## config.mk

```make
export PLATFORM = sky130hd
export DESIGN_NAME = vga_top
export DESIGN_NICKNAME = d
export VERILOG_FILES = /design/src/vga_pkg.sv /design/src/vga_if.sv /design/src/vga_timing.sv /design/src/draw_background.sv /design/src/draw_rect.sv /design/src/vga_top.sv
export SDC_FILE = /design/constraint.sdc
export NUM_CORES = 1
export LEC_CHECK = 0
export BUFFER_PORTS_ARGS = -buffer_cell sky130_fd_sc_hd__buf_4
export CAP_MARGIN = 20
export CORE_MARGIN = 1.5
export CORE_UTILIZATION = 59
export DETAILED_ROUTE_END_ITERATION = 7
export HOLD_SLACK_MARGIN = 0.06
export PLACE_DENSITY_LB_ADDON = 0.25
export SYNTH_ARGS = -nofsm -noshare
export SYNTH_HDL_FRONTEND = slang
export SYNTH_HIERARCHICAL = 1
export SYNTH_SLANG_ARGS = --single-unit
```

## constraint.sdc

```tcl
create_clock -name pclk -period 2.8 [get_ports pclk]
set_input_delay 0.56 -clock pclk [delete_from_list [all_inputs] [get_ports pclk]]
set_output_delay 0.56 -clock pclk [all_outputs]
set_load 0.01 [all_outputs]
```

## src/vga_pkg.sv

```systemverilog
/* Shared definitions for the SVGA 800x600 test-pattern pipeline
   Counter and colour widths, timing constants, colour words
   and the horizontal phase type of the timing generator */

package vga_pkg;

  // Counter and pixel widths
  localparam int cnt_w = 11;
  localparam int rgb_w = 12;

  // Horizontal timing, in pixels
  localparam logic [cnt_w-1:0] h_active     = 11'd800;
  localparam logic [cnt_w-1:0] h_sync_start = 11'd840;
  // Sync end is exclusive
  localparam logic [cnt_w-1:0] h_sync_end   = 11'd968;
  localparam logic [cnt_w-1:0] h_total      = 11'd1056;

  // Vertical timing, in lines
  localparam logic [cnt_w-1:0] v_active     = 11'd600;
  localparam logic [cnt_w-1:0] v_sync_start = 11'd601;
  // Sync end is exclusive
  localparam logic [cnt_w-1:0] v_sync_end   = 11'd605;
  localparam logic [cnt_w-1:0] v_total      = 11'd628;

  // Colour words, 4 bits per channel, R in the top nibble
  localparam logic [rgb_w-1:0] col_black  = 12'h000;
  // Top edge, yellow
  localparam logic [rgb_w-1:0] col_top    = 12'hff0;
  // Bottom edge, red
  localparam logic [rgb_w-1:0] col_bottom = 12'hf00;
  // Left edge, green
  localparam logic [rgb_w-1:0] col_left   = 12'h0f0;
  // Right edge, blue
  localparam logic [rgb_w-1:0] col_right  = 12'h00f;
  // Orange initials
  localparam logic [rgb_w-1:0] col_letter = 12'hc61;
  // Grey background
  localparam logic [rgb_w-1:0] col_fill   = 12'h888;

  // Horizontal regions of one line, in scan order
  typedef enum logic [1:0] {
    ph_active,
    ph_front,
    ph_sync,
    ph_back
  } h_phase_t;

endpackage

```

## src/vga_if.sv

```systemverilog
/* Pixel stream bundle between pipeline stages
   Counters, syncs, blanking flags and colour, with source and sink views */

`timescale 1ns/1ps

interface vga_if;

  // Pixel position
  logic [vga_pkg::cnt_w-1:0] hcount;
  logic [vga_pkg::cnt_w-1:0] vcount;

  // Sync pulses, active high
  logic hsync;
  logic vsync;

  // Blanking flags
  logic hblnk;
  logic vblnk;

  // Pixel colour
  logic [vga_pkg::rgb_w-1:0] rgb;

  // Stage that produces the stream
  modport src (
    output hcount, vcount, hsync, vsync, hblnk, vblnk, rgb
  );

  // Stage that consumes the stream
  modport snk (
    input hcount, vcount, hsync, vsync, hblnk, vblnk, rgb
  );

endinterface

```

## src/vga_timing.sv

```systemverilog
/* SVGA 800x600 timing generator
   Horizontal and vertical counters, a horizontal phase FSM,
   registered vertical sync and blanking */

`timescale 1ns/1ps

module vga_timing (
  input  logic pclk,
  input  logic rst,
  vga_if.src   tim
);

  // Current counters
  logic [vga_pkg::cnt_w-1:0] hcount_q;
  logic [vga_pkg::cnt_w-1:0] vcount_q;

  // Counter values for the next pixel
  logic [vga_pkg::cnt_w-1:0] hcount_nxt;
  logic [vga_pkg::cnt_w-1:0] vcount_nxt;
  logic                      h_wrap;
  logic                      v_wrap;

  // Horizontal region of the current pixel
  vga_pkg::h_phase_t phase_q;
  vga_pkg::h_phase_t phase_nxt;

  // Vertical flags, kept in step with vcount_q
  logic vsync_q;
  logic vblnk_q;

  // Next counter values
  always_comb begin
    h_wrap = (hcount_q == vga_pkg::h_total - 1'b1);
    v_wrap = (vcount_q == vga_pkg::v_total - 1'b1);

    if (h_wrap) begin
      hcount_nxt = '0;
    end else begin
      hcount_nxt = hcount_q + 1'b1;
    end

    // Line count only steps at the end of a line
    if (!h_wrap) begin
      vcount_nxt = vcount_q;
    end else if (v_wrap) begin
      vcount_nxt = '0;
    end else begin
      vcount_nxt = vcount_q + 1'b1;
    end
  end

  // Phase changes at the first pixel of each region
  always_comb begin
    phase_nxt = phase_q;
    case (hcount_nxt)
      '0:                     phase_nxt = vga_pkg::ph_active;
      vga_pkg::h_active:      phase_nxt = vga_pkg::ph_front;
      vga_pkg::h_sync_start:  phase_nxt = vga_pkg::ph_sync;
      vga_pkg::h_sync_end:    phase_nxt = vga_pkg::ph_back;
      default:                phase_nxt = phase_q;
    endcase
  end

  always_ff @(posedge pclk) begin
    if (rst) begin
      hcount_q <= '0;
      vcount_q <= '0;
      // Pixel (0,0) sits in the active region
      phase_q  <= vga_pkg::ph_active;
      vsync_q  <= 1'b0;
      vblnk_q  <= 1'b0;
    end else begin
      hcount_q <= hcount_nxt;
      vcount_q <= vcount_nxt;
      phase_q  <= phase_nxt;
      // Compared on the next count so the flags land with it
      vsync_q  <= (vcount_nxt >= vga_pkg::v_sync_start) &&
                  (vcount_nxt <  vga_pkg::v_sync_end);
      vblnk_q  <= (vcount_nxt >= vga_pkg::v_active);
    end
  end

  // Stream outputs
  assign tim.hcount = hcount_q;
  assign tim.vcount = vcount_q;
  // Horizontal flags decoded from the phase register
  assign tim.hsync  = (phase_q == vga_pkg::ph_sync);
  assign tim.hblnk  = (phase_q != vga_pkg::ph_active);
  assign tim.vsync  = vsync_q;
  assign tim.vblnk  = vblnk_q;
  // No colour yet at the generator
  assign tim.rgb    = vga_pkg::col_black;

endmodule

```

## src/draw_background.sv

```systemverilog
/* Background renderer stage
   Four-colour frame border, two orange initials and grey fill,
   with the timing signals delayed by one cycle */

`timescale 1ns/1ps

module draw_background (
  input  logic pclk,
  input  logic rst,
  vga_if.snk   in,
  vga_if.src   out
);

  // Last visible row and column
  localparam logic [vga_pkg::cnt_w-1:0] last_row = vga_pkg::v_active - 1'b1;
  localparam logic [vga_pkg::cnt_w-1:0] last_col = vga_pkg::h_active - 1'b1;

  // Letter bar hits for the incoming pixel
  logic in_hbar;
  logic in_j_stem;
  logic in_j_hook;
  logic in_c_stem;
  logic in_letter;

  logic [vga_pkg::rgb_w-1:0] rgb_nxt;

  // Letter geometry, all bounds inclusive
  always_comb begin
    // Top and bottom bars of both letters
    in_hbar   = ((in.vcount >= 11'd75  && in.vcount <= 11'd125) ||
                 (in.vcount >= 11'd475 && in.vcount <= 11'd525)) &&
                ((in.hcount >= 11'd125 && in.hcount <= 11'd375) ||
                 (in.hcount >= 11'd425 && in.hcount <= 11'd675));
    // Right-hand stem of the J
    in_j_stem = (in.hcount >= 11'd325 && in.hcount <= 11'd375) &&
                (in.vcount >= 11'd125 && in.vcount <= 11'd475);
    // Short hook at the lower left of the J
    in_j_hook = (in.hcount >= 11'd125 && in.hcount <= 11'd175) &&
                (in.vcount >= 11'd425 && in.vcount <= 11'd475);
    // Left-hand stem of the C
    in_c_stem = (in.hcount >= 11'd425 && in.hcount <= 11'd475) &&
                (in.vcount >= 11'd125 && in.vcount <= 11'd475);
    in_letter = in_hbar || in_j_stem || in_j_hook || in_c_stem;
  end

  // Colour priority, first match wins
  always_comb begin
    if (in.hblnk || in.vblnk) begin
      rgb_nxt = vga_pkg::col_black;
    end else if (in.vcount == '0) begin
      // Top row wins over the side edges in the corners
      rgb_nxt = vga_pkg::col_top;
    end else if (in.vcount == last_row) begin
      rgb_nxt = vga_pkg::col_bottom;
    end else if (in.hcount == '0) begin
      rgb_nxt = vga_pkg::col_left;
    end else if (in.hcount == last_col) begin
      rgb_nxt = vga_pkg::col_right;
    end else if (in_letter) begin
      rgb_nxt = vga_pkg::col_letter;
    end else begin
      rgb_nxt = vga_pkg::col_fill;
    end
  end

  // Colour and timing registered together to stay aligned
  always_ff @(posedge pclk) begin
    if (rst) begin
      out.hcount <= '0;
      out.vcount <= '0;
      out.hsync  <= 1'b0;
      out.vsync  <= 1'b0;
      out.hblnk  <= 1'b0;
      out.vblnk  <= 1'b0;
      out.rgb    <= '0;
    end else begin
      out.hcount <= in.hcount;
      out.vcount <= in.vcount;
      out.hsync  <= in.hsync;
      out.vsync  <= in.vsync;
      out.hblnk  <= in.hblnk;
      out.vblnk  <= in.vblnk;
      // Incoming rgb is replaced entirely
      out.rgb    <= rgb_nxt;
    end
  end

endmodule

```

## src/draw_rect.sv

```systemverilog
/* Rectangle overlay stage
   Paints one solid rectangle over the background stream,
   with all timing signals delayed by one cycle */

`timescale 1ns/1ps

module draw_rect #(
  parameter int unsigned               rect_x     = 200,
  parameter int unsigned               rect_y     = 250,
  parameter int unsigned               rect_w     = 100,
  parameter int unsigned               rect_h     = 60,
  parameter logic [vga_pkg::rgb_w-1:0] rect_color = 12'h0ac
) (
  input  logic pclk,
  input  logic rst,
  vga_if.snk   in,
  vga_if.src   out
);

  // Last column and row inside the rectangle
  localparam int unsigned rect_x_last = rect_x + rect_w - 1;
  localparam int unsigned rect_y_last = rect_y + rect_h - 1;

  logic                      in_rect;
  logic [vga_pkg::rgb_w-1:0] rgb_nxt;

  // Hit test, only on visible pixels
  always_comb begin
    in_rect = !in.hblnk && !in.vblnk &&
              (in.hcount >= rect_x) && (in.hcount <= rect_x_last) &&
              (in.vcount >= rect_y) && (in.vcount <= rect_y_last);
    // Background shows through outside the rectangle
    if (in_rect) begin
      rgb_nxt = rect_color;
    end else begin
      rgb_nxt = in.rgb;
    end
  end

  // One register stage for the whole bundle
  always_ff @(posedge pclk) begin
    if (rst) begin
      out.hcount <= '0;
      out.vcount <= '0;
      out.hsync  <= 1'b0;
      out.vsync  <= 1'b0;
      out.hblnk  <= 1'b0;
      out.vblnk  <= 1'b0;
      out.rgb    <= '0;
    end else begin
      out.hcount <= in.hcount;
      out.vcount <= in.vcount;
      out.hsync  <= in.hsync;
      out.vsync  <= in.vsync;
      out.hblnk  <= in.hblnk;
      out.vblnk  <= in.vblnk;
      out.rgb    <= rgb_nxt;
    end
  end

endmodule

```

## src/vga_top.sv

```systemverilog
/* Top level of the test-pattern pipeline
   Timing generator, background renderer and rectangle overlay,
   joined by interface bundles and exposed as plain ports */

`timescale 1ns/1ps

module vga_top #(
  parameter int unsigned               rect_x     = 200,
  parameter int unsigned               rect_y     = 250,
  parameter int unsigned               rect_w     = 100,
  parameter int unsigned               rect_h     = 60,
  parameter logic [vga_pkg::rgb_w-1:0] rect_color = 12'h0ac
) (
  input  logic                      pclk,
  input  logic                      rst,
  output logic [vga_pkg::cnt_w-1:0] hcount,
  output logic [vga_pkg::cnt_w-1:0] vcount,
  output logic                      hsync,
  output logic                      vsync,
  output logic                      hblnk,
  output logic                      vblnk,
  output logic [vga_pkg::rgb_w-1:0] rgb
);

  // Stream after each stage
  vga_if tim ();
  vga_if bg ();
  vga_if out ();

  // Counters, syncs and blanking
  vga_timing i_timing (
    .pclk (pclk),
    .rst  (rst),
    .tim  (tim)
  );

  // Border, initials and fill, one cycle behind the generator
  draw_background i_background (
    .pclk (pclk),
    .rst  (rst),
    .in   (tim),
    .out  (bg)
  );

  // Rectangle on top, two cycles behind the generator
  draw_rect #(
    .rect_x     (rect_x),
    .rect_y     (rect_y),
    .rect_w     (rect_w),
    .rect_h     (rect_h),
    .rect_color (rect_color)
  ) i_rect (
    .pclk (pclk),
    .rst  (rst),
    .in   (bg),
    .out  (out)
  );

  // Final stream to the pins
  assign hcount = out.hcount;
  assign vcount = out.vcount;
  assign hsync  = out.hsync;
  assign vsync  = out.vsync;
  assign hblnk  = out.hblnk;
  assign vblnk  = out.vblnk;
  assign rgb    = out.rgb;

endmodule

```

Word level (Yosys, flattened, before mapping)
Index checks and enable logic that the tools add are counted.
{"block": "totals", "in_bits": 2, "register_bits": 102, "out_inout_bits": 38}
{"block": "op_classes", "n_addsub": 2, "muxes": 10, "order_cmp": 21, "n_reduce_logical": 35, "n_eq_ne": 8}
{"cell": "equality test 11 x 10 -> 1 bit, second input constant", "count": 6}
{"cell": "less-or-equal comparator 11 x 9 -> 1 bit, second input constant", "count": 5}
{"cell": "2-to-1 mux 12 bit", "count": 4}
{"cell": ">= comparator 11 x 9 -> 1 bit, second input constant", "count": 4}
{"cell": "2-to-1 mux 11 bit", "count": 4}
{"cell": ">= comparator 11 x 7 -> 1 bit, second input constant", "count": 3}
{"cell": "zero test 11 bit", "count": 3}
{"cell": "adder 11 x 1 -> 11 bit, second input constant", "count": 2}
{"cell": ">= comparator 11 x 10 -> 1 bit, second input constant", "count": 2}
{"cell": ">= comparator 11 x 8 -> 1 bit, second input constant", "count": 2}
{"cell": "less-or-equal comparator 11 x 10 -> 1 bit, second input constant", "count": 2}
{"cell": "logical AND 1 bit", "count": 19}
{"cell": "equality test 11 bit, second input constant", "count": 1}
{"cell": "less-or-equal comparator 11 x 7 -> 1 bit, second input constant", "count": 1}
{"cell": "less-or-equal comparator 11 x 8 -> 1 bit, second input constant", "count": 1}
{"cell": "less-than comparator 11 x 10 -> 1 bit, second input constant", "count": 1}
{"cell": "2-to-1 mux 8 bit", "count": 1}
{"cell": "one-hot mux 2 bit (4 select lines)", "count": 1}
{"cell": "logical OR 1 bit", "count": 6}
{"cell": "OR reduction 5 bit", "count": 1}
{"cell": "nonzero test 4 bit", "count": 1}
{"cell": "OR reduction 2 bit", "count": 2}
{"cell": "equality test 2 bit, second input constant", "count": 1}
{"cell": "zero test 1 bit", "count": 2}
{"cell": "nonzero test 2 bit", "count": 1}

Depth between registers and ports, before layout
Gate-level depths: netlist (run 1).
{"block": "depth", "ltp_word": 12, "mapped_depth": 8, "mapped_depth_nobuf": 7}

Cells and area by module
Netlist (run 1), hierarchy kept.
{"mod": "vga_timing", "seq_area_each_um2": 520.5, "area_per_inst_um2": 1773.0, "cells_per_inst": 225, "instances": 1}
{"mod": "draw_background", "seq_area_each_um2": 700.7, "area_per_inst_um2": 1411.4, "cells_per_inst": 155, "instances": 1}
{"mod": "draw_rect", "seq_area_each_um2": 760.7, "area_per_inst_um2": 1137.3, "cells_per_inst": 99, "instances": 1}

Least setup slack after synthesis (run 1)
Ideal clock, no wire load.
{"block": "synth_timing", "path_kind": "flip-flop to flip-flop", "startpoint": "register i_timing.hcount_q, in the netlist i_timing/tim.hcount[0]", "endpoint": "register i_timing.phase_q[0]", "required_time_ns": 2.667, "path_buffers": 1, "stages_incl_launch_ff": 9, "slack_ns": 0.640, "t_arrival_ns": 2.027, "synth_period_minus_slack_ns": 2.160, "path_cell_list": "dfxtp_1 > ha_1 > buf_2 > and4_1 > nand4b_4 > a211oi_1 > nand4_1 > o311ai_1 > o32ai_1"}
{"block": "synth_via", "elab_chain_len": 4, "word_cells_on_any_way": 9, "classes_between": "add/sub: 1; eq/ne: 4; mux: 2; reduce/logical: 2"}
{"element": "start: declaration", "line_no": "vga_timing.sv:14", "source": "logic [vga_pkg::cnt_w-1:0] hcount_q;"}
{"element": "start signal: assignment", "line_no": "vga_timing.sv:73", "source": "hcount_q <= hcount_nxt;"}
{"element": "adder 11 x 1 -> 11 bit / equality test 11 bit (equally long branches)", "line_no": "vga_timing.sv:39, vga_timing.sv:33"}
{"element": "2-to-1 mux 11 bit *", "line_no": "vga_timing.sv:36", "source": "if (h_wrap) begin"}
{"element": "equality test 11 x 10 -> 1 bit / zero test 11 bit (equally long branches)", "line_no": "vga_timing.sv:55", "source": "case (hcount_nxt)"}
{"element": "one-hot mux 2 bit (4 select lines) / nonzero test 4 bit (equally long branches)"}
{"element": "end signal: assignment", "line_no": "vga_timing.sv:69", "source": "phase_q <= vga_pkg::ph_active;"}
{"element": "end signal: assignment", "line_no": "vga_timing.sv:75", "source": "phase_q <= phase_nxt;"}
{"element": "end: declaration", "line_no": "vga_timing.sv:24", "source": "vga_pkg::h_phase_t phase_q;"}
Every way passes the cells marked *; elsewhere a longest branch is shown, timed or not.
A chain may end at the register's enable or synchronous reset.

Worst setup path in the final report (run 1)
{"block": "layout_timing", "startpoint": "register i_timing.hcount_q, in the netlist i_timing/tim.hcount[1]", "endpoint": "register i_timing.phase_q[0]"}
Same word-level chain as after synthesis.

==> results.md, run 1 <==
- CTS-repair resized insts: 0
- Grt total ovfl: 0
- Die height: 87.7 um
- Worst hold path type: flip-flop to flip-flop
- Nets: 498
- Clk buf depth: 2
- Setup crit start kind: flip-flop
- Clock Tree Root: clkbuf_8
- Final Hold Viols: 0
- Initial antenna violation count: 0
- WL/cell: 15.1 um
- 1st-iter DRT viols: 331
- Status: finished clean
- Crit Path Max Fanout: 16
- Initial Util: 0.615
- Worst Path Required: 3040 ps
- Placed insts: 579
- FF-to-FF End: i_timing/phase_q[0]$_SDFFE_PP0P_
- Vias: 3508
- Final Non-Filler Cells: 595
- Hold Buf Count CTS: 0
- Cts bufs inserted: 9
- Total of max-cap violations: 0
- Slew @ Worst Pin: 727 ps
- Mapped Cells: 466
- Ant diodes: 0
- Total core area: 6870 sq um
- Clock sink count: 99
- Mean area per synthesized cell: 9.07 sq um
- CTS tree: built
- Worst r2r src: i_timing/tim.hcount[1]$_SDFF_PP0_
- Antenna-violating nets left: 0
- GPL Wtd Cong: 0.916
- Layout cells sized above 1: 0.156
- RSZ-0062 raised after global routing: false
- Rows: 30
- CP endpoint kind: flip-flop
- Worst setup startpoint: i_timing/tim.hcount[1]$_SDFF_PP0_
- First-pass DRT Iterations: 5
- DP HPWL: 5970 um
- Post-CTS setup buffers: 0
- P_leak: 1.81 nW
- Clk pin slew, worst setup/hold paths: 100 ps
- CTS H-tree lvls: 3
- Clock Skew: 10.2 ps
- PwrDens: 504 nW/um^2
- Minimum clock period: 2630 ps
- DRC Markers: 0
- Most common cell after layout, fill and taps aside: dfxtp_1
- Commonest non-fill, non-tap cells in the layout: dfxtp_1 (99), nor2b_1 (53), nor2_1 (46), buf_4 (45)
- IO buf count: 39
- DIE WIDTH: 87.7 um
- Vias in the first global route: 3008
- Setup TNS: 0 ps
- DR vias/cell: 5.90
- Hold Path Origin: i_background/out.rgb[10]$_SDFF_PP0_
- Synth Net Count: 470
- Tot GR Track Use: 0.239
- Final Slew Violations: 0
- DRT Wirelength: 9010 um
- Max IR drop VDD: 0.000286 V
- Final Cycle Share: 0.941
- First-pass GRT wire length: 14300 um
- Fmax achieved: 0.380 GHz
- Synth warn: 6
- Clock Latency Late Sink: 360 ps
- Area grow syn2layout: 12.1%
- Mapped cell area: 4230 sq um
- R2R Setup Slk: 170 ps
- Hold Path Sink: i_rect/out.rgb[10]$_SDFF_PP0_
- DIE AREA: 7680 sq um
- Final setup violating endpoints: 0
- R2R depth: 7
- CP arrival: 2870 ps
- Worst rel slew slack: 0.515
- WS Path Type: flip-flop to flip-flop
- Largest net degree at the start of global routing: 55
- Hold Crit Depth: 1
- Io pins: 40
## power breakdown
group	switching, mW	total, mW	internal (mW)
sequential	0.0114	1.44	1.43
combinational	0.0458	0.0740	0.0282
clock	0.514	0.880	0.365
total	0.572	2.39	1.82
## through the flow
step	utilization	instance area [sq um]	power (mW)	setup slack [ps]	hold slack (ps)
finish	0.690	4740	2.39	166	435
global route	0.690	4740	2.48	16.9	447
CTS	0.690	4740	2.41	245	439
detailed placement	0.661	4540	1.54	257	415
global placement	0.661	4540	1.54	381	407
floorplan	-	4230	1.52	640	406
## per-layer routing
metal | share of wire | GRT usage | up-vias
met5 | 0 | 0 | -
met4 | 0.012 | 0.0765 | 0
met3 | 0.071 | 0.0471 | 14
met2 | 0.48 | 0.400 | 170
met1 | 0.44 | 0.312 | 1622
li1 | - | - | 1702
## sequential cells by signal, summed over array words and instances, names as in the netlist
signal                   cells
i_rect/out.rgb              12
i_background/out.hcount     11
i_background/out.vcount     11
i_rect/out.hcount           11
i_rect/out.vcount           11
i_timing/tim.hcount         11
i_timing/tim.vcount         11
i_background/out.rgb         9
i_timing/phase_q             2
i_background/out.hblnk       1
i_background/out.hsync       1
i_background/out.vblnk       1
i_background/out.vsync       1
i_rect/out.hblnk             1
i_rect/out.hsync             1
i_rect/out.vblnk             1
i_rect/out.vsync             1
i_timing/tim.vblnk           1
i_timing/tim.vsync           1
## critical path, stage by stage (launching register included)
cell,delay [ps]
dfxtp_1,500
ha_1,360
and4_1,360
nand4b_4,260
a211oi_1,430
nand4_1,170
o311ai_1,320
o32ai_1,130
## area by class of cell
class | instances | area [sq um]
well taps | 96 | 120
clock inverters | 6 | 61.3
inverters | 12 | 45.0
flip-flops and latches | 99 | 1980
multi-input cells | 327 | 2060
clock buffers | 10 | 138
repair buffers | 45 | 338
fillers | 569 | 2130
## worst max path at each step
stage	to	slack, ps	cells past startpoint
2_1_floorplan	i_timing/phase_q[0]$_SDFFE_PP0P_	640	8
3_5_place_dp	i_timing/phase_q[0]$_SDFFE_PP0P_	260	7
6_report	i_timing/phase_q[0]$_SDFFE_PP0P_	170	7
4_1_cts	i_timing/phase_q[0]$_SDFFE_PP0P_	250	7
3_3_place_gp	i_timing/phase_q[0]$_SDFFE_PP0P_	380	7
5_1_grt	i_timing/phase_q[0]$_SDFFE_PP0P_	20	7
(Power assumes the default switching activity.)
==> inputs of run 2 (changes only) <==
--- a/config.mk
+++ b/config.mk
@@ -7,11 +7,12 @@
 export LEC_CHECK = 0
 export BUFFER_PORTS_ARGS = -buffer_cell sky130_fd_sc_hd__buf_4
 export CAP_MARGIN = 20
+export CORE_ASPECT_RATIO = 1.4
 export CORE_MARGIN = 1.5
 export CORE_UTILIZATION = 59
 export DETAILED_ROUTE_END_ITERATION = 7
 export HOLD_SLACK_MARGIN = 0.06
-export PLACE_DENSITY_LB_ADDON = 0.25
+export PLACE_DENSITY_LB_ADDON = 0.05
 export SYNTH_ARGS = -nofsm -noshare
 export SYNTH_HDL_FRONTEND = slang
 export SYNTH_HIERARCHICAL = 1
==> run 2 against run 1 <==
  * Sequential share of layout area fell by 0.22 points
  * Clock skew is 2.3 ps higher
  * Largest cell class unchanged
  * Highest routed layer unchanged
  * Cell area is 0.53% higher
  * Power is 2.7% higher
==> results.md, run 2 (synthesis results as in run 1) <==
- Status: finished clean (unchanged)
- DIE AREA: 7690 sq um (was 7680 sq um)
- Vias in the first global route: 3005 (was 3008)
- Final Hold Viols: 0 (unchanged)
- DRC Markers: 0 (unchanged)
- Hold Buf Count CTS: 0 (unchanged)
- Final Slew Violations: 0 (unchanged)
- Setup TNS: 0 ps (unchanged)
- Minimum clock period: 2580 ps (was 2630 ps)
- CTS H-tree lvls: 3 (unchanged)
- CP Cell Sequence: ha_1 > and4_1 > nand4b_4 > a211oi_1 > nand4_1 > o311ai_1 > o32ai_1 (unchanged)
- Post-CTS setup buffers: 0 (unchanged)
- P_leak: 1.83 nW (was 1.81 nW)
- Slowest Stage Delay on Critical Path: 510 ps (was 500 ps)
- DIE WIDTH: 74.5 um (was 87.7 um)
- Hold_ws: 437 ps (was 435 ps)
- CTS tree: built (unchanged)
- Nets: 500 (was 498)
- Clock sink count: 99 (unchanged)
- Critical path buffers and inverters: 0 (unchanged)
- IO buf count: 39 (unchanged)
- DRT Wirelength: 8710 um (was 9010 um)
- Worst rel slew slack: 0.558 (was 0.515)
- RSZ-0062 raised after global routing: false (unchanged)
- Layout cells sized above 1: 0.160 (was 0.156)
- Hold Path Origin: i_background/out.rgb[0]$_SDFF_PP0_ (was i_background/out.rgb[10]$_SDFF_PP0_)
- Antenna-violating nets left: 0 (unchanged)
- Setup crit start kind: flip-flop (unchanged)
- Rows: 36 (was 30)
- Io pins: 40 (unchanged)
- CP max stage cell: dfxtp_1 (unchanged)
- Most common cell after layout, fill and taps aside: dfxtp_1 (unchanged)
- DR vias/cell: 5.62 (was 5.90)
- CP top delay family: compound AO/OA/AOI/OAI gates (unchanged)
- Clock Skew: 12.5 ps (was 10.2 ps)
- Clk pin slew, worst setup/hold paths: 100 ps (about the same)
- 1st-iter DRT viols: 112 (was 331)
- Clock Tree Root: clkbuf_8 (unchanged)
- Worst setup startpoint: i_timing/tim.hcount[1]$_SDFF_PP0_ (unchanged)
- Fmax achieved: 0.388 GHz (was 0.380 GHz)
- CTS-repair resized insts: 0 (unchanged)
- Ant diodes: 0 (unchanged)
- Worst r2r src: i_timing/tim.hcount[1]$_SDFF_PP0_ (unchanged)
- R2R Setup Slk: 220 ps (was 170 ps)
- Crit Path Max Fanout: 16 (unchanged)
- WS Path Type: flip-flop to flip-flop (unchanged)
- CP endpoint kind: flip-flop (unchanged)
- Biggest register: i_rect/out.rgb (unchanged)
- Clock Latency Late Sink: 360 ps (about the same)
- Tot GR Track Use: 0.239 (about the same)
- Initial antenna violation count: 0 (unchanged)
- WL/cell: 14.6 um (was 15.1 um)
- Grt total ovfl: 0 (unchanged)
- Cts bufs inserted: 9 (unchanged)
- GPL Wtd Cong: 0.871 (was 0.916)
- CP arrival: 2830 ps (was 2870 ps)
- First-pass GRT wire length: 14000 um (was 14300 um)
- Total of max-cap violations: 0 (unchanged)
- Area grow syn2layout: 12.7% (was 12.1%)
- Largest net degree at the start of global routing: 58 (was 55)
- Initial Util: 0.609 (was 0.615)
- Final setup violating endpoints: 0 (unchanged)
- DP HPWL: 5950 um (was 5970 um)
- Max IR drop VDD: 0.000231 V (was 0.000286 V)
- Final Cycle Share: 0.920 (was 0.941)
- FF-to-FF End: i_timing/phase_q[0]$_SDFFE_PP0P_ (unchanged)
- Hold Crit Depth: 1 (unchanged)
- Hold Path Sink: i_rect/out.rgb[0]$_SDFF_PP0_ (was i_rect/out.rgb[10]$_SDFF_PP0_)
- First-pass DRT Iterations: 4 (was 5)
- Vias: 3351 (was 3508)
- Fillcell total: 617 (was 569)
- R2R depth: 7 (unchanged)
- Worst Path Required: 3050 ps (was 3040 ps)
- Die height: 103 um (was 87.7 um)
- PwrDens: 515 nW/um^2 (was 504 nW/um^2)
- Clk buf depth: 2 (unchanged)
- Commonest non-fill, non-tap cells in the layout: dfxtp_1 (99), nor2b_1 (53), buf_4 (47), nor2_1 (46) (was dfxtp_1 (99), nor2b_1 (53), nor2_1 (46), buf_4 (45))
- Worst hold path type: flip-flop to flip-flop (unchanged)
- Largest register FFs: 12 (unchanged)
- Total core area: 6940 sq um (was 6870 sq um)
- Slew @ Worst Pin: 662 ps (was 727 ps)
-- run 2: per-stage QoR --
step           area (sq um)   util  power, mW  worst slack, ps  std cells
3_5_place_dp           4560  0.657       1.54              257        580
2_1_floorplan          4230      -       1.52              640        466
3_3_place_gp           4560  0.657       1.54              387        580
4_1_cts                4770  0.687       2.47              219        596
6_report               4770  0.687       2.45              223        596
5_1_grt                4770  0.687       2.54             20.9        596
-- run 2: cell type report --
class	count	area [sq um]	area share
repair buffers	47	353	0.0740
flip-flops and latches	99	1980	0.416
inverters	12	45.0	0.00945
clock inverters	6	72.6	0.0152
clock buffers	10	138	0.0289
well taps	95	119	0.0249
multi-input cells	327	2060	0.432
-- run 2: power by group --
group / switching, mW / internal (mW)
combinational: 0.0448 / 0.0282
clock: 0.497 / 0.448
sequential: 0.0112 / 1.43
-- run 2: worst max-delay path by stage --
stage / to / slack, ps / cells past startpoint
after CTS: i_timing/phase_q[0]$_SDFFE_PP0P_ / 220 / 7
after global routing: i_timing/phase_q[0]$_SDFFE_PP0P_ / 20 / 7
after floorplan: i_timing/phase_q[0]$_SDFFE_PP0P_ / 640 / 8
final: i_timing/phase_q[0]$_SDFFE_PP0P_ / 220 / 7
after detailed placement: i_timing/phase_q[0]$_SDFFE_PP0P_ / 260 / 7
after global placement: i_timing/phase_q[0]$_SDFFE_PP0P_ / 390 / 7
-- run 2: worst reg2reg max path, delay by kind of cell (launching register included) --
family / cells / cell delay [ps]
AND/OR/NAND/NOR: 3 / 780
flip-flops: 1 / 510
adder cells (fa/ha/maj): 1 / 360
AO/OA/AOI/OAI: 3 / 820
-- run 2: metal layers --
| metal | global-route usage | wire length (um) | part of all wire |
|---|---|---|---|
| met1 | 0.280 | 3650 | 0.42 |
| met2 | 0.403 | 4310 | 0.49 |
| met3 | 0.0469 | 424 | 0.049 |
| met4 | 0.136 | 326 | 0.037 |
| met5 | 0 | 0 | 0 |
==> inputs of run 3 (changes only) <==
--- a/config.mk
+++ b/config.mk
@@ -9,11 +9,10 @@
 export CAP_MARGIN = 20
 export CORE_ASPECT_RATIO = 1.4
 export CORE_MARGIN = 1.5
-export CORE_UTILIZATION = 59
+export CORE_UTILIZATION = 58
 export DETAILED_ROUTE_END_ITERATION = 7
 export HOLD_SLACK_MARGIN = 0.06
 export PLACE_DENSITY_LB_ADDON = 0.05
 export SYNTH_ARGS = -nofsm -noshare
 export SYNTH_HDL_FRONTEND = slang
-export SYNTH_HIERARCHICAL = 1
 export SYNTH_SLANG_ARGS = --single-unit
==> run 3 against run 2 <==
  * Setup slack worse by 12 ps
  * Synthesized cell count grew 0.43%
  * Non-clock buffer count rose by 5
  * Clock-buffer cell count increased by 1
  * First-iteration DRC count increased by 77%
  * Sequential power is essentially flat
  * Worst hold slack worse by 7.0 ps
  * Clock power up 6%
  * Sequential share of layout area decreased by 0.49 points
  * Flip-flop and latch count decreased by 1
  * Critical path depth is 2 higher
  * Critical path type unchanged
  * Largest cell class unchanged
  * Highest routed layer unchanged
==> results.md, run 3 <==
- Minimum clock period: 2590 ps (was 2580 ps)
- Synth top area share: 0.469
- IO buf count: 39 (unchanged)
- DIE WIDTH: 74.8 um (was 74.5 um)
- Setup crit start kind: flip-flop (unchanged)
- Mapped cell area: 4190 sq um (was 4230 sq um)
- Cts bufs inserted: 9 (unchanged)
- CP Cell Sequence: inv_1 > ha_1 > or3_1 > or4_4 > a21oi_2 > nor4_1 > o2bb2a_4 > or3_4 > o21ai_2 (was ha_1 > and4_1 > nand4b_4 > a211oi_1 > nand4_1 > o311ai_1 > o32ai_1)
- Hold Buf Count CTS: 0 (unchanged)
- Layout cells sized above 1: 0.166 (was 0.160)
- Clock sink count: 98 (was 99)
- Post-DP Area: 4550 sq um (was 4560 sq um)
- CTS-repair resized insts: 0 (unchanged)
- Final Cycle Share: 0.925 (was 0.920)
- Initial Util: 0.600 (was 0.609)
- Die height: 104 um (was 103 um)
- R2R Setup Slk: 210 ps (was 220 ps)
- CP endpoint kind: flip-flop (unchanged)
- DP HPWL: 6120 um (was 5950 um)
- Synth Area in Compound Gates: 0.114
- 1st-iter DRT viols: 198 (was 112)
- Count of flip-flops with a built-in enable after synthesis: 0
- Mapped Cells: 468 (was 466)
- Final setup violating endpoints: 0 (unchanged)
- Tot GR Track Use: 0.235 (was 0.239)
- Slowest Stage Delay on Critical Path: 450 ps (was 510 ps)
- Worst rel slew slack: 0.579 (was 0.558)
- Fmax achieved: 0.386 GHz (was 0.388 GHz)
- Antenna-violating nets left: 0 (unchanged)
- Area leader, netlist: dfxtp_1
- Placed insts: 580 (unchanged)
- Hold Path Sink: i_rect.out.rgb[9]$_SDFF_PP0_ (was i_rect/out.rgb[0]$_SDFF_PP0_)
- Initial antenna violation count: 0 (unchanged)
- RSZ-0062 raised after global routing: false (unchanged)
- Xor-xnor portion of the synthesized cell area: 0.0460
- Post-synthesis sequential area ratio: 0.469
- Clk pin slew, worst setup/hold paths: 90 ps (was 100 ps)
- Ys async rst share: 0
- Ant diodes: 0 (unchanged)
- Final Hold Viols: 0 (unchanged)
- Post-synth top cells: dfxtp_1 (98), nor2_1 (60), nor2b_1 (44), clkbuf_1 (21), nand2_1 (20)
- Clk buf depth: 2 (unchanged)
- Hold Crit Depth: 1 (unchanged)
- CP max stage cell: or4_4 (was dfxtp_1)
- DR vias/cell: 5.61 (was 5.62)
- Most common cell after layout, fill and taps aside: dfxtp_1 (unchanged)
- WL/cell: 14.4 um (was 14.6 um)
- DRC Markers: 0 (unchanged)
- Area grow syn2layout: 14.1% (was 12.7%)
- Final Non-Filler Cells: 596 (unchanged)
- WS Path Type: flip-flop to flip-flop (unchanged)
- Final Slew Violations: 0 (unchanged)
- Grt total ovfl: 0 (unchanged)
- Synth top area cells: dfxtp_1 (47%), nor2b_1 (6.6%), nor2_1 (5.4%), xnor2_1 (2.5%), ha_1 (2.1%)
- GPL Wtd Cong: 0.914 (was 0.871)
- Largest net degree at the start of global routing: 59 (was 58)
- Ys flop type: dfxtp_1
- Final Cell Area: 4780 sq um (was 4770 sq um)
- Seq cells post-synth: 98
- First-pass GRT wire length: 14100 um (was 14000 um)
- CTS tree: built (unchanged)
- Hold Path Origin: i_background.out.rgb[9]$_SDFF_PP0_ (was i_background/out.rgb[0]$_SDFF_PP0_)
- PwrDens: 526 nW/um^2 (was 515 nW/um^2)
- Total of max-cap violations: 0 (unchanged)
- Status: finished clean (unchanged)
- Synth Net Count: 477 (was 470)
- Clock Skew: 7.73 ps (was 12.5 ps)
- CP arrival: 2890 ps (was 2830 ps)
- Io pins: 40 (unchanged)
- Synth Area in Adders: 0.0209
- Total core area: 6980 sq um (was 6940 sq um)
- Mean area per synthesized cell: 8.95 sq um (was 9.07 sq um)
- FF-to-FF End: i_background.out.rgb[7]$_SDFF_PP0_ (was i_timing/phase_q[0]$_SDFFE_PP0P_)
- Worst slack at placement: 130 ps (was 257 ps)
- Post-Synth Simple-Gate Area: 0.299
- Vias: 3343 (was 3351)
- Top-count cell post-synth: dfxtp_1
- Fillcell total: 561 (was 617)
- Worst hold path type: flip-flop to flip-flop (unchanged)
- Worst r2r src: i_timing.tim.hcount[1]$_SDFF_PP0_ (was i_timing/tim.hcount[1]$_SDFF_PP0_)
- Largest family of logic cells by synthesized area: simple AND/OR/NAND/NOR gates
- Post-synthesis mux area share: 0.00478
- Post-CTS setup buffers: 0 (unchanged)
- Vias in the first global route: 2927 (was 3005)
- Commonest non-fill, non-tap cells in the layout: dfxtp_1 (97), nor2_1 (60), buf_4 (52), nor2b_1 (44), nand2_1 (20) (was dfxtp_1 (99), nor2b_1 (53), buf_4 (47), nor2_1 (46))
- Nets: 505 (was 500)
- Post-layout worst setup margin: 211 ps (was 223 ps)
- Rows: 36 (unchanged)
- Slew @ Worst Pin: 626 ps (was 662 ps)
- Synth warn: 0 (was 6)
- Hold_ws: 430 ps (was 437 ps)
- Setup TNS: 0 ps (unchanged)
- R2R depth: 9 (was 7)
- Crit Path Max Fanout: 9 (was 16)
- DRT Wirelength: 8570 um (was 8710 um)
- Worst Path Required: 3100 ps (was 3050 ps)
- Clock Tree Root: clkbuf_8 (unchanged)
- First-pass DRT Iterations: 5 (was 4)
- Clock Latency Late Sink: 360 ps (about the same)
- DIE AREA: 7740 sq um (was 7690 sq um)
- CTS H-tree lvls: 3 (unchanged)
- Distinct cells, synth: 64
- P_leak: 1.84 nW (was 1.83 nW)
- Max IR drop VDD: 0.000234 V (was 0.000231 V)
## run 3: how the worst max path moves through the flow
stage / start / end / cells past startpoint
floorplan: i_timing.tim.hcount[1]$_SDFF_PP0_ / i_background.out.rgb[7]$_SDFF_PP0_ / 9
global placement: i_timing.tim.hcount[1]$_SDFF_PP0_ / i_background.out.rgb[7]$_SDFF_PP0_ / 9
detailed placement: i_timing.tim.hcount[1]$_SDFF_PP0_ / i_timing.tim.vsync$_SDFF_PP0_ / 7
CTS: i_timing.tim.hcount[1]$_SDFF_PP0_ / i_background.out.rgb[10]$_SDFF_PP0_ / 9
global route: i_timing.tim.hcount[1]$_SDFF_PP0_ / i_background.out.rgb[7]$_SDFF_PP0_ / 9
finish: i_timing.tim.hcount[1]$_SDFF_PP0_ / i_background.out.rgb[7]$_SDFF_PP0_ / 9
## run 3: kinds of logic (layout without fill, tap and decap cells)
kind of cell / after synthesis / count (layout)
AND/OR/NAND/NOR: 222 / 222
flip-flops: 98 / 98
AO/OA/AOI/OAI: 70 / 70
buffers and inverters: 47 / 80
XOR/XNOR: 22 / 22
adder cells (fa/ha/maj): 7 / 7
multiplexers: 2 / 2
## run 3: routing by layer
metal | share of wire | routed length (um) | global-route usage
met1 | 0.42 | 3600 | 0.315
met2 | 0.49 | 4200 | 0.365
met3 | 0.063 | 537 | 0.0370
met4 | 0.027 | 230 | 0.110
met5 | 0 | 0 | 0
## run 3: worst max-delay path: cells and delay by family, from the launching register on
family                     cells  cell delay, ps
AOI/OAI and AO/OA              3             530
buffers and inverters          1             100
and+or+nand+nor                4            1330
adders and majority gates      1             180
DFF                            1             420
## run 3: per-stage QoR
stage                     power, mW   util
after floorplan                1.51      -
after global placement         1.54  0.651
after detailed placement       1.54  0.651
after CTS                      2.53  0.683
after global routing           2.60  0.684
final                          2.51  0.684
## run 3: layout make-up
type,instances,area (sq um),area share
multi-input combinational,323,2040,0.426
sequential,98,1960,0.411
timing repair buffer,52,390,0.0817
clock buffer,11,141,0.0296
tap,95,119,0.0249
clock inverter,5,82.6,0.0173
inverter,12,45.0,0.00943
## run 3: power by group
part / leakage (nW) / switching (mW) / internal (mW) / total (mW)
clock network: 0.114 / 0.470 / 0.533 / 1.00
registers: 0.795 / 0.0117 / 1.41 / 1.42
logic: 0.930 / 0.0520 / 0.0354 / 0.0874
total: 1.84 / 0.534 / 1.98 / 2.51
